`src/design/apu_pkg.sv`:
```
package apu_pkg;

	localparam int data_w = 8;             // everything in the core is byte wide

	// internal timer ports, never seen outside
	localparam logic [3:0] port_tmr_lo = 4'd2;   // low byte, latched only
	localparam logic [3:0] port_tmr_hi = 4'd3;   // high byte, loads the counter

	// opcode in instr[15:12]
	// immediate ops 0..6 line up with fn_ld..fn_cmp
	typedef enum logic [3:0] {
		op_ld_i  = 4'h0,
		op_and_i = 4'h1,
		op_or_i  = 4'h2,
		op_xor_i = 4'h3,
		op_add_i = 4'h4,
		op_sub_i = 4'h5,
		op_cmp_i = 4'h6,
		op_alu_r = 4'h7,      // dst op src, fn in instr[6:4]
		op_unary = 4'h8,      // dst = fn(src)
		op_jr    = 4'h9,
		op_wait  = 4'ha,
		op_out   = 4'hb,
		op_pin   = 4'hc,
		op_rsv_d = 4'hd,      // spare, runs as nop
		op_rsv_e = 4'he,      // spare, runs as nop
		op_halt  = 4'hf
	} apu_op_e;

	// alu function, msb set for the unary group
	typedef enum logic [3:0] {
		fn_ld   = 4'h0,
		fn_and  = 4'h1,
		fn_or   = 4'h2,
		fn_xor  = 4'h3,
		fn_add  = 4'h4,
		fn_sub  = 4'h5,
		fn_cmp  = 4'h6,
		fn_inc  = 4'h8,
		fn_dec  = 4'h9,
		fn_cpl  = 4'ha,
		fn_neg  = 4'hb,
		fn_swap = 4'hc,
		fn_flip = 4'hd
	} alu_fn_e;

	typedef enum logic [2:0] {
		jc_always, jc_z, jc_c, jc_nz, jc_nc, jc_n, jc_nn, jc_never
	} jcond_e;

	typedef enum logic [1:0] {
		st_idle,        // held by apu_halt
		st_fetch,
		st_exec,
		st_stop         // after op_halt
	} core_state_e;

	typedef struct packed {
		logic z;
		logic c;
		logic n;
	} flags_t;

	typedef struct packed {
		logic [3:0]        port;
		logic [data_w-1:0] data;
	} port_wr_t;

endpackage

```
`src/design/apu_code_ram.sv`:
```
`timescale 1ns/1ps

module apu_code_ram #(
	parameter int code_depth = 256,
	localparam int pc_w = $clog2(code_depth)
) (
	input  logic            clk,
	input  logic            code_wen,
	input  logic [8:0]      code_waddr,   // byte address from host
	input  logic [7:0]      code_wdata,
	input  logic [pc_w-1:0] rd_addr,
	output logic [15:0]     instr
);

	logic [7:0]  lo_byte;                  // low half waiting for its odd partner
	logic [15:0] mem [code_depth];

	// even byte goes to the holding register only
	always_ff @(posedge clk)
	begin
		if (code_wen && !code_waddr[0])
			lo_byte <= code_wdata;
	end

	// odd byte completes the word, read port is registered
	always_ff @(posedge clk)
	begin
		if (code_wen && code_waddr[0])
			mem[code_waddr[pc_w:1]] <= {code_wdata, lo_byte};   // hi byte on top
		instr <= mem[rd_addr];
	end

endmodule

```
`src/design/apu_timer.sv`:
```
`timescale 1ns/1ps

module apu_timer import apu_pkg::*; (
	input  logic     clk,
	input  logic     reset,
	input  logic     wr_valid,   // already restricted to timer ports
	input  port_wr_t wr,
	output logic     cnt_end
);

	logic [7:0]  lo_byte;        // staged low half
	logic [15:0] cnt;

	always_ff @(posedge clk)
	begin
		if (wr_valid && wr.port == port_tmr_lo)
			lo_byte <= wr.data;
	end

	// load on high byte, then count to zero and park there
	always_ff @(posedge clk)
	begin
		if (reset)
			cnt <= '0;
		else if (wr_valid && wr.port == port_tmr_hi)
			cnt <= {wr.data, lo_byte};
		else if (cnt != '0)
			cnt <= cnt - 1'b1;   // one tick per clk
	end

	assign cnt_end = (cnt == '0);   // also high straight out of reset

endmodule

```
`src/design/apu_alu.sv`:
```
`timescale 1ns/1ps

module apu_alu import apu_pkg::*; (
	input  alu_fn_e           fn,
	input  logic [data_w-1:0] a,          // destination register
	input  logic [data_w-1:0] b,          // immediate or source register
	input  flags_t            flags_in,
	output logic [data_w-1:0] res,
	output flags_t            flags_out,
	output logic              wr_en       // low means leave dst alone
);

	logic [data_w:0] wide;                // extra bit is carry or borrow
	logic            c;
	logic            keep;                // undefined fn, flags untouched

	always_comb
	begin
		wide  = '0;
		res   = b;
		c     = flags_in.c;               // logic ops keep carry
		wr_en = 1'b1;
		keep  = 1'b0;
		case (fn)
			fn_ld:   res = b;
			fn_and:  res = a & b;
			fn_or:   res = a | b;
			fn_xor:  res = a ^ b;
			fn_add, fn_inc:
			begin
				wide = (fn == fn_inc) ? {1'b0, b} + 1'b1 : {1'b0, a} + {1'b0, b};
				res  = wide[data_w-1:0];
				c    = wide[data_w];          // carry out
			end
			fn_sub, fn_cmp:
			begin
				wide  = {1'b0, a} - {1'b0, b};
				res   = wide[data_w-1:0];
				c     = wide[data_w];         // borrow, a < b
				wr_en = (fn != fn_cmp);       // cmp only sets flags
			end
			fn_dec:
			begin
				wide = {1'b0, b} - 1'b1;
				res  = wide[data_w-1:0];
				c    = wide[data_w];          // borrow on 0
			end
			fn_cpl:  res = ~b;
			fn_neg:
			begin
				wide = '0 - {1'b0, b};
				res  = wide[data_w-1:0];
				c    = wide[data_w];          // set unless b is 0
			end
			fn_swap: res = {b[3:0], b[7:4]};    // nibble swap
			fn_flip: res = {<<{b}};              // bit reverse
			default:
			begin
				res   = a;
				wr_en = 1'b0;
				keep  = 1'b1;
			end
		endcase
		flags_out.z = (res == '0);
		flags_out.c = c;
		flags_out.n = res[data_w-1];
		if (keep)
			flags_out = flags_in;
	end

endmodule

```
`src/design/apu_core.sv`:
```
`timescale 1ns/1ps

module apu_core import apu_pkg::*; #(
	parameter int code_depth = 256,
	parameter int credits = 4,
	localparam int pc_w = $clog2(code_depth),
	localparam int cnt_w = $clog2(credits + 1)
) (
	input  logic            clk,
	input  logic            reset,
	input  logic            apu_halt,
	input  logic [15:0]     instr,
	input  logic [7:0]      pins_in,      // pin 0 const one, pin 1 timer end
	input  logic            credit_ret,
	output logic [pc_w-1:0] rd_addr,
	output logic            port_wr_valid,
	output port_wr_t        port_wr,
	output logic [7:0]      pins_out,
	output logic            apu_rdy
);

	core_state_e       state;
	logic [pc_w-1:0]   pc;
	logic [pc_w-1:0]   pc_next;
	logic [cnt_w-1:0]  credit_cnt;
	logic [data_w-1:0] rf [16];          // general registers
	flags_t            flags;
	flags_t            alu_flags;
	apu_op_e           op;
	alu_fn_e           fn;
	logic [3:0]        dst;
	logic [3:0]        src;
	logic [data_w-1:0] alu_b;
	logic [data_w-1:0] alu_res;
	logic              alu_wr;
	logic              alu_op;           // op writes result and flags
	logic              taken;
	logic              pin_val;
	logic              done;             // exec cycle finishes this instr
	logic              exec;
	logic              send;

	assign op      = apu_op_e'(instr[15:12]);
	assign dst     = instr[11:8];
	assign src     = instr[3:0];
	assign pin_val = pins_in[instr[2:0]];
	assign rd_addr = pc;                 // ram returns the word next cycle
	assign exec    = (state == st_exec) && !apu_halt;

	// operand and function select
	always_comb
	begin
		alu_op = 1'b0;
		alu_b  = instr[7:0];              // immediate by default
		fn     = alu_fn_e'({1'b0, instr[14:12]});
		case (op)
			op_ld_i, op_and_i, op_or_i, op_xor_i, op_add_i, op_sub_i, op_cmp_i:
				alu_op = 1'b1;
			op_alu_r:
			begin
				alu_op = 1'b1;
				alu_b  = rf[src];
				fn     = alu_fn_e'({1'b0, instr[6:4]});
			end
			op_unary:
			begin
				alu_op = 1'b1;
				alu_b  = rf[src];
				fn     = alu_fn_e'({1'b1, instr[6:4]});
			end
			default: alu_op = 1'b0;
		endcase
	end

	apu_alu u_alu (
		.fn        (fn),
		.a         (rf[dst]),
		.b         (alu_b),
		.flags_in  (flags),
		.res       (alu_res),
		.flags_out (alu_flags),
		.wr_en     (alu_wr)
	);

	always_comb
	begin
		case (jcond_e'(instr[10:8]))
			jc_always: taken = 1'b1;
			jc_z:      taken = flags.z;
			jc_c:      taken = flags.c;
			jc_nz:     taken = !flags.z;
			jc_nc:     taken = !flags.c;
			jc_n:      taken = flags.n;
			jc_nn:     taken = !flags.n;
			default:   taken = 1'b0;     // jc_never
		endcase
	end

	// stall conditions, exec repeats until done
	always_comb
	begin
		case (op)
			op_wait: done = (pin_val == instr[7]);
			op_out:  done = (credit_cnt != '0);
			default: done = 1'b1;
		endcase
	end

	assign send = exec && (op == op_out) && done;

	// offset is relative to the jr word itself
	assign pc_next = (op == op_jr && taken) ? pc + pc_w'(signed'(instr[7:0])) : pc + 1'b1;

	always_ff @(posedge clk)
	begin
		if (reset)
		begin
			state         <= st_idle;
			pc            <= '0;
			flags         <= '0;
			pins_out      <= '0;
			port_wr_valid <= 1'b0;
			apu_rdy       <= 1'b0;
			credit_cnt    <= cnt_w'(credits);
			for (int i = 0; i < 16; i++)
				rf[i] <= '0;
		end
		else
		begin
			port_wr_valid <= send;
			apu_rdy       <= (state == st_stop) && !apu_halt;   // one edge after st_stop
			credit_cnt    <= credit_cnt + cnt_w'(credit_ret) - cnt_w'(send);
			if (apu_halt)
			begin
				state <= st_idle;             // host owns the core
				pc    <= '0;
			end
			else
			begin
				case (state)
					st_idle:  state <= st_fetch;
					st_fetch: state <= st_exec;   // instr valid next cycle
					st_exec:
					if (done)
					begin
						pc    <= pc_next;
						state <= (op == op_halt) ? st_stop : st_fetch;
						if (alu_op)
						begin
							flags <= alu_flags;
							if (alu_wr)
								rf[dst] <= alu_res;
						end
						if (op == op_pin)
							pins_out[instr[2:0]] <= instr[7];   // polarity bit
					end
					default: state <= st_stop;    // stays until apu_halt
				endcase
			end
		end
	end

	// payload, qualified by port_wr_valid
	always_ff @(posedge clk)
	begin
		if (send)
			port_wr <= '{port: instr[7:4], data: rf[dst]};
	end

endmodule

```
`src/design/apu_top.sv`:
```
`timescale 1ns/1ps

module apu_top import apu_pkg::*; #(
	parameter int code_depth = 256,
	parameter int credits = 4,
	localparam int pc_w = $clog2(code_depth),
	localparam int pend_w = $clog2(credits + 1)
) (
	input  logic       clk,
	input  logic       reset,
	input  logic       apu_halt,
	input  logic       code_wen,
	input  logic [8:0] code_waddr,
	input  logic [7:0] code_wdata,
	input  logic [5:0] pins_in,
	input  logic       credit_ret,
	output logic       port_wr_valid,
	output port_wr_t   port_wr,
	output logic [7:0] pins_out,
	output logic       apu_rdy
);

	logic [pc_w-1:0]   rd_addr;
	logic [15:0]       instr;
	logic              timer_end;
	logic              core_valid;
	port_wr_t          core_wr;
	logic              tmr_sel;       // write aimed at the timer
	logic              tmr_ret;
	logic              core_ret;
	logic [pend_w-1:0] ret_pend;      // returns that lost a collision

	assign tmr_sel       = (core_wr.port == port_tmr_lo) || (core_wr.port == port_tmr_hi);
	assign tmr_ret       = core_valid && tmr_sel;
	assign port_wr_valid = core_valid && !tmr_sel;
	assign port_wr       = core_wr;

	// timer credit comes back at once, a clash with the sink is held over
	assign core_ret = credit_ret || tmr_ret || (ret_pend != '0);

	always_ff @(posedge clk)
	begin
		if (reset)
			ret_pend <= '0;
		else if (credit_ret && tmr_ret)
			ret_pend <= ret_pend + 1'b1;
		else if (!credit_ret && !tmr_ret && ret_pend != '0)
			ret_pend <= ret_pend - 1'b1;
	end

	apu_code_ram #(.code_depth(code_depth)) u_code_ram (
		.clk        (clk),
		.code_wen   (code_wen),
		.code_waddr (code_waddr),
		.code_wdata (code_wdata),
		.rd_addr    (rd_addr),
		.instr      (instr)
	);

	apu_core #(.code_depth(code_depth), .credits(credits)) u_core (
		.clk           (clk),
		.reset         (reset),
		.apu_halt      (apu_halt),
		.instr         (instr),
		.pins_in       ({pins_in, timer_end, 1'b1}),   // pin 0 always one
		.credit_ret    (core_ret),
		.rd_addr       (rd_addr),
		.port_wr_valid (core_valid),
		.port_wr       (core_wr),
		.pins_out      (pins_out),
		.apu_rdy       (apu_rdy)
	);

	apu_timer u_timer (
		.clk      (clk),
		.reset    (reset),
		.wr_valid (tmr_ret),
		.wr       (core_wr),
		.cnt_end  (timer_end)
	);

endmodule

```
`config.mk`:
```
export PLATFORM = sky130hd
export DESIGN_NAME = apu_top
export DESIGN_NICKNAME = d
export VERILOG_FILES = /design/src/design/apu_pkg.sv /design/src/design/apu_code_ram.sv /design/src/design/apu_timer.sv /design/src/design/apu_alu.sv /design/src/design/apu_core.sv /design/src/design/apu_top.sv
export SDC_FILE = /design/constraint.sdc
export NUM_CORES = 2
export LEC_CHECK = 0
export BUFFER_PORTS_ARGS = -buffer_cell sky130_fd_sc_hd__buf_2
export CAP_MARGIN = 20
export CORE_MARGIN = 2
export CORE_UTILIZATION = 43
export DETAILED_ROUTE_END_ITERATION = 10
export PLACE_DENSITY_LB_ADDON = 0.08
export SETUP_SLACK_MARGIN = 0.3
export SLEW_MARGIN = 25
export SYNTH_ARGS = -nofsm -noshare
export SYNTH_HDL_FRONTEND = slang
export SYNTH_HIERARCHICAL = 1
export SYNTH_MEMORY_MAX_BITS = 65536
export SYNTH_SLANG_ARGS = --single-unit
```
`constraint.sdc`:
```
create_clock -name clk -period 7.5 [get_ports clk]
set_input_delay 0.375 -clock clk [delete_from_list [all_inputs] [get_ports clk]]
set_output_delay 0.375 -clock clk [all_outputs]
set_load 0.03 [all_outputs]
```
=== Word-level counts from Yosys, hierarchy flattened ===
Memories as Yosys holds them, arrays and structs flattened. A register that Yosys moved wholly into a read port is not among the register bits.
Index checks and enable logic that the tools add are counted.

* Bitwise operators: 5
* Multipliers: 0
* $lt $le $gt $ge: 2
* Shift operators: 0
* Eq/ne operators: 39
* Divide/modulo/power cells: 0
* Reductions and logical operators: 50
* Add/sub/neg operators: 12
* Muxes and demuxes: 36

{| class="wikitable"
|+ Operators with widths
! cell !! count
|-
| 8-bit one-hot mux with 11 select lines || 1
|-
| 4-bit equality test (second input constant) || 12
|-
| 16-bit two-way mux || 2
|-
| 4-bit by 3-bit equality test with 1-bit output (second input constant) || 7
|-
| 4-bit by 2-bit equality test with 1-bit output (second input constant) || 6
|-
| 8-bit two-way mux || 3
|-
| 16-bit zero test || 1
|-
| 16-bit nonzero test || 1
|-
| 16-bit by 1-bit subtractor with 16-bit output (second input constant) || 1
|-
| 1-bit logical AND || 15
|-
| 1-bit two-way mux || 15
|-
| 13-bit OR reduction || 1
|-
| 11-bit OR reduction || 1
|-
| 8-bit by 1-bit adder with 9-bit output (second input constant) || 1
|-
| 8-bit by 8-bit adder with 9-bit output || 1
|-
| 3-bit equality test (second input constant) || 3
|-
| 9-bit two-way mux || 1
|-
| 9-bit OR reduction || 1
|-
| 1-bit by 8-bit subtractor with 9-bit output (first input constant) || 1
|-
| 8-bit by 1-bit subtractor with 9-bit output (second input constant) || 1
|-
| 8-bit by 8-bit subtractor with 9-bit output || 1
|-
| 8-bit by 1-bit adder with 8-bit output (second input constant) || 1
|-
| 8-bit adder || 1
|-
| 8-bit AND || 1
|-
| 44 further kinds || 65
|}

* Bits in latches: 0
* Register bits: 73
* Memory bits (read-only): 0
* Memories: 2
* Output and inout bits: 22
* Memory bits (writable): 4224

{| class="wikitable"
|+ Memories
! memory !! words !! bits a word !! rd ports !! clocked after Yosys merged registers in !! wr ports !! line !! RTL
|-
| u_code_ram.mem || 256 || 16 || 1 || 1 || 1 || apu_code_ram.sv:16 || <nowiki>logic [15:0] mem [code_depth];</nowiki>
|-
| u_core.rf || 16 || 8 || 2 || 0 || 16 || apu_core.sv:26 || <nowiki>logic [data_w-1:0] rf [16];</nowiki>
|}

=== Longest topological paths before layout ===
* Depth after elaboration: 14
* Gate-level depth with buffers: 23
* Depth with buffers taken out: 19

=== Hierarchy ===
The synthesis kept the hierarchy.

{| class="wikitable"
|+ Modules (own cells, without submodules)
! module !! cells an instance !! instances !! area each (um2)
|-
| apu_code_ram || 7465 || 1 || 159235.2
|-
| apu_core || 750 || 1 || 8973.6
|-
| apu_alu || 300 || 1 || 2057.0
|-
| apu_timer || 130 || 1 || 1260.0
|-
| apu_top || 28 || 1 || 216.5
|}

=== Worst setup path before layout ===
No wires, ideal clock.

* Path type: flip-flop to flip-flop
* Start: reg u_code_ram.instr[0] (read register of u_code_ram.mem)
* End: reg u_core/flags[2] in the netlist's numbering
* Stages on the path, launching flop included: 18
* Path buffers: 2
* Arrival time: 4.663 ns
* Setup time: 0.071 ns
* Path slack: 2.766 ns
* Cell sequence: dfxtp_1 > buf_2 > buf_2 > and2_1 > a221oi_1 > o221a_2 > o31ai_1 > inv_1 > ha_1 > xnor2_1 > o22ai_1 > a221o_1 > o32a_1 > or3_1 > or4_1 > o32ai_2 > nand3_1 > a21oi_1

* Cells in the longest elaborated chain, start to end: 6
* Elaborated cells on any way between the ends: 19
* Those cells by class: add/sub (5); eq/ne (1); mux (6); bitwise (4); reduce/logical (2); memory (1)

{| class="wikitable"
|+ RTL lines
! element !! line !! RTL
|-
| start: declaration || apu_code_ram.sv:12 || <nowiki>output logic [15:0] instr</nowiki>
|-
| memory read 16 x 8 bit * || n/a ||
|-
| 8-bit two-way mux * || n/a ||
|-
| via u_core.alu_b[1] || apu_core.sv:33 || <nowiki>logic [data_w-1:0] alu_b;</nowiki>
|-
| 8-bit by 8-bit adder with 9-bit output or 8-bit by 1-bit adder with 9-bit output (tied branches) || apu_alu.sv:31 || <nowiki>wide = (fn == fn_inc) ? {1'b0, b} + 1'b1 : {1'b0, a} + {1'b0, b};</nowiki>
|-
| 9-bit two-way mux || apu_alu.sv:31 ||
|-
| 8-bit one-hot mux with 11 select lines * || apu_alu.sv:24 || <nowiki>case (fn)</nowiki>
|-
| via u_core.alu_res[2] || apu_core.sv:34 || <nowiki>logic [data_w-1:0] alu_res;</nowiki>
|-
| 8-bit zero test * || apu_alu.sv:64 || <nowiki>flags_out.z = (res == '0);</nowiki>
|-
| end signal: assignment || apu_core.sv:150 || <nowiki>flags <= alu_flags;</nowiki>
|-
| end: declaration || apu_core.sv:27 || <nowiki>flags_t flags;</nowiki>
|}

Mark *: on every way through the listed nets, which the timed path passes. The rest lies on a longest branch. The select of a mux whose other input is x is not followed.
A chain may end at the register's enable or synchronous reset.

==> flow_summary.yaml <==
status:
  status: "finished, final reports clean"
place:
  hpwlAfterDp_mm: 303.2
  place_area_mm2: 0.1800
  place_ws_ns: 1.876
  dpl.cell_count: 13910
  io_buffers: 49
  place.gp.congestion: 0.8529
hold_path:
  holdPathEnd: "u_code_ram/mem[171][8]"
  min_from: "code_waddr[2]"
  holdPathStages: 3
  hp-class: "input pin to register"
synthesis:
  syn_area_per_cell_um2: 19.80
  async_flop_share_pct: 0
  yosysTopAreaCellShare_pct: 74.35
  seq_area_frac_synth_pct: 75.06
  synth_top_area_cell: "edfxtp_1"
  synth.distinct_cells: 101
  synth-edff-count: 4252
  synth_cells: 8673
  yosysWarnings: 6
  synthFlopType: "edfxtp_1"
  ys_seq_elements: 4313
  synth_area_mm2: 0.1717
  ys_top_cells_by_area: "edfxtp_1 74%, mux4_2 11%, mux2i_1 3.5%, nor2_1 1.3%, o221ai_1 0.74%"
  synthesis.nets: 8749
power:
  power.density_mw_per_mm2: 256.8
  p_leak_nw: 59.09
  ir_worst_vdd_mv: 0.2097
  total_power_mw: 50.06
timing:
  hold_viol_final: 0
  hold_ws_ns: 0.2184
  finalCritPeriodShare_pct: 75.77
  finClkSkew_ns: 0.07972
  period_minus_slack_ns: 5.683
  worst_slew_pin_slew_ns: 1.225
  grt_setup_unrepaired: "false"
  max-slew-margin-rel_pct: 17.69
  setup_violations: 0
  max_clock_freq_mhz: 176.0
  slew_violations: 0
  finalSetupTns_ns: 0
  layout_setup_ws_ns: 1.817
detailed_routing:
  wl_met3_mm: 30.99
  met1_length_mm: 213.4
  ant_nets: 0
  drtIter0Drc: 10390
  drt-pass1-iter-count: 5
  wire_per_inst_um: 34.12
  dr.max_layer_used: "met5"
  num_vias: 89200
  wl_met2_mm: 243.9
  drc: 0
  avgViaCountPerCell: 6.032
  wirelength_mm: 504.6
die:
  die_h_um: 636.0
  start_util_pct: 43.09
  die_area_mm2: 0.4045
  io_pins: 50
  dieWidth_um: 636.0
  rows: 232
  core-area_mm2: 0.3986
cells_and_area:
  final_common_cell: "edfxtp_1"
  fin_nets: 9193
  fill_cells: 32630
  syn_to_final_growth_pct: 13.51
  finalInstanceArea_mm2: 0.1949
  utilization_pct: 48.91
  drive_gt1_share_pct: 23.93
  stdcell_count: 14790
  final_cell_mix: "4252 x edfxtp_1, 876 x mux4_2, 594 x mux2i_1"
critical_path:
  path_max_fanout: 28
  cp-end-kind: "register"
  worst_r2r_path_depth: 9
  slowest_stage: "nor3_1"
  required_ns: 8.27
  reg2reg_to: "u_code_ram/instr[4]"
  cp_cell_sequence: "buf_12 -> buf_4 -> mux2i_1 -> o221ai_1 -> o22ai_1 -> o21ai_0 -> nand4_1 -> a211o_1 -> nor3_1"
  r2r-start: "u_core/rd_addr[0]"
  cp.arrival_ns: 6.45
  crit_family: "compound AO/OA/AOI/OAI gates"
  critPathMaxStageDelay_ns: 0.98
  r2r_slack_ns: 1.82
  worstSetupPathType: "register to register"
  worstPathBufferInverterCount: 2
  critical_path_cell_count: 9
  cp-start-kind: "register"
clock_network:
  cts_inserted_buffers: 455
  clockBufferDepth: 4
  tritoncts: "built"
  postCtsSetupBuffers: 0
  clk-insertion-delay-late_ns: 1.03
  ctsRootBufferMaster: "clkbuf_16"
  cts_max_level: 5
  cts_sinks: 4313
  path_clk_slew_ns: 0.06
flow_run:
  maxCapViolations: 0
global_routing:
  grt_max_degree: 192
  antenna_found_initial: 33
  overflow: 0
  grt_pass1_vias: 88900
  grt_usage_pct: 24.61
  grt_first_pass_wirelength_mm: 705.7
[Yosys cell counts, types with 30 or more instances]
| library cell | instances |
|---|---|
| ha_1 | 43 |
| buf_4 | 39 |
| nand2_1 | 195 |
| mux2i_1 | 594 |
| nor2_1 | 574 |
| nor2b_1 | 30 |
| dfxtp_1 | 61 |
| o22ai_1 | 193 |
| o21ai_0 | 132 |
| buf_2 | 146 |
| buf_1 | 40 |
| clkbuf_1 | 188 |
| nor4_1 | 32 |
| edfxtp_1 | 4252 |
| mux4_2 | 876 |
| nand3_1 | 59 |
| a211oi_1 | 34 |
| buf_6 | 77 |
| a22oi_1 | 55 |
| o221ai_1 | 145 |
| a221oi_1 | 45 |
| a21oi_1 | 184 |
| inv_1 | 44 |
| nor3_1 | 192 |
[what timing repair did]
item / in CTS / in global routing
hold buffers: 13 / 0
endpoints found under the setup margin: 0 / 0
resized for setup: 0 / 0
hold endpoints to repair: 472 / 0
[registers in the layout, indices dropped and copies added (netlist names), 2 cells and up]
register	cells
ret_pend	3
u_code_ram/instr	16
u_code_ram/lo_byte	8
u_code_ram/mem	4096
u_core/credit_cnt	3
u_core/flags	3
u_core/pins_out	8
u_core/port_wr	12
u_core/rd_addr	8
u_core/rf	128
u_core/state	2
u_timer/cnt	16
u_timer/lo_byte	8
[cell families after synthesis]
family	count (synthesis)	share of synthesized area, %
DFF	4313	75.06
muxes	1489	15.11
other	1	0.002184
and+or+nand+nor	1233	3.277
buffers and inverters	579	2.103
adders and majority gates	48	0.3716
AOI/OAI and AO/OA	980	3.926
xor gates and xnor gates	30	0.1530
[worst max path at each step]
stage	to	from	slack (ns)
finish	u_code_ram/instr[4]	u_core/rd_addr[0]	1.82
global route	u_core/flags[2]	u_code_ram/instr[2]	1.68
CTS	u_code_ram/instr[4]	u_core/rd_addr[0]	1.84
detailed placement	u_code_ram/instr[4]	u_core/rd_addr[0]	1.88
global placement	u_code_ram/instr[0]	u_core/rd_addr[0]	1.36
floorplan	u_core/flags[2]	u_code_ram/instr[0]	2.77
[tightest hold or removal path, stage by stage]
cell,delay [ns]
buf_2,0.18
nand3_1,0.33
nor2_1,0.12
[power breakdown]
group / internal, mW / switching, mW / leakage [nW]
logic: 0.367 / 0.951 / 13.1
clock network: 12.7 / 9.37 / 7.14
registers: 26.6 / 0.0889 / 38.9
total: 39.7 / 10.4 / 59.1
[routing by layer]
layer	track usage [%]	vias up
li1	-	36990
met1	34.59	48260
met2	40.25	3302
met3	3.244	649
met4	7.464	4
met5	0	-
[cell type report]
cell class,instances,area [um^2],area share (%)
diodes,19,47.55,0.02439
clock inverters,288,2609,1.338
clock buffers,556,11950,6.132
well taps,5265,6588,3.379
inverters,49,197.7,0.1014
flip-flops and latches,4313,128900,66.14
repair buffers,517,4496,2.306
multi-input cells,3781,40110,20.58
Power figures use the tool's default switching activity.
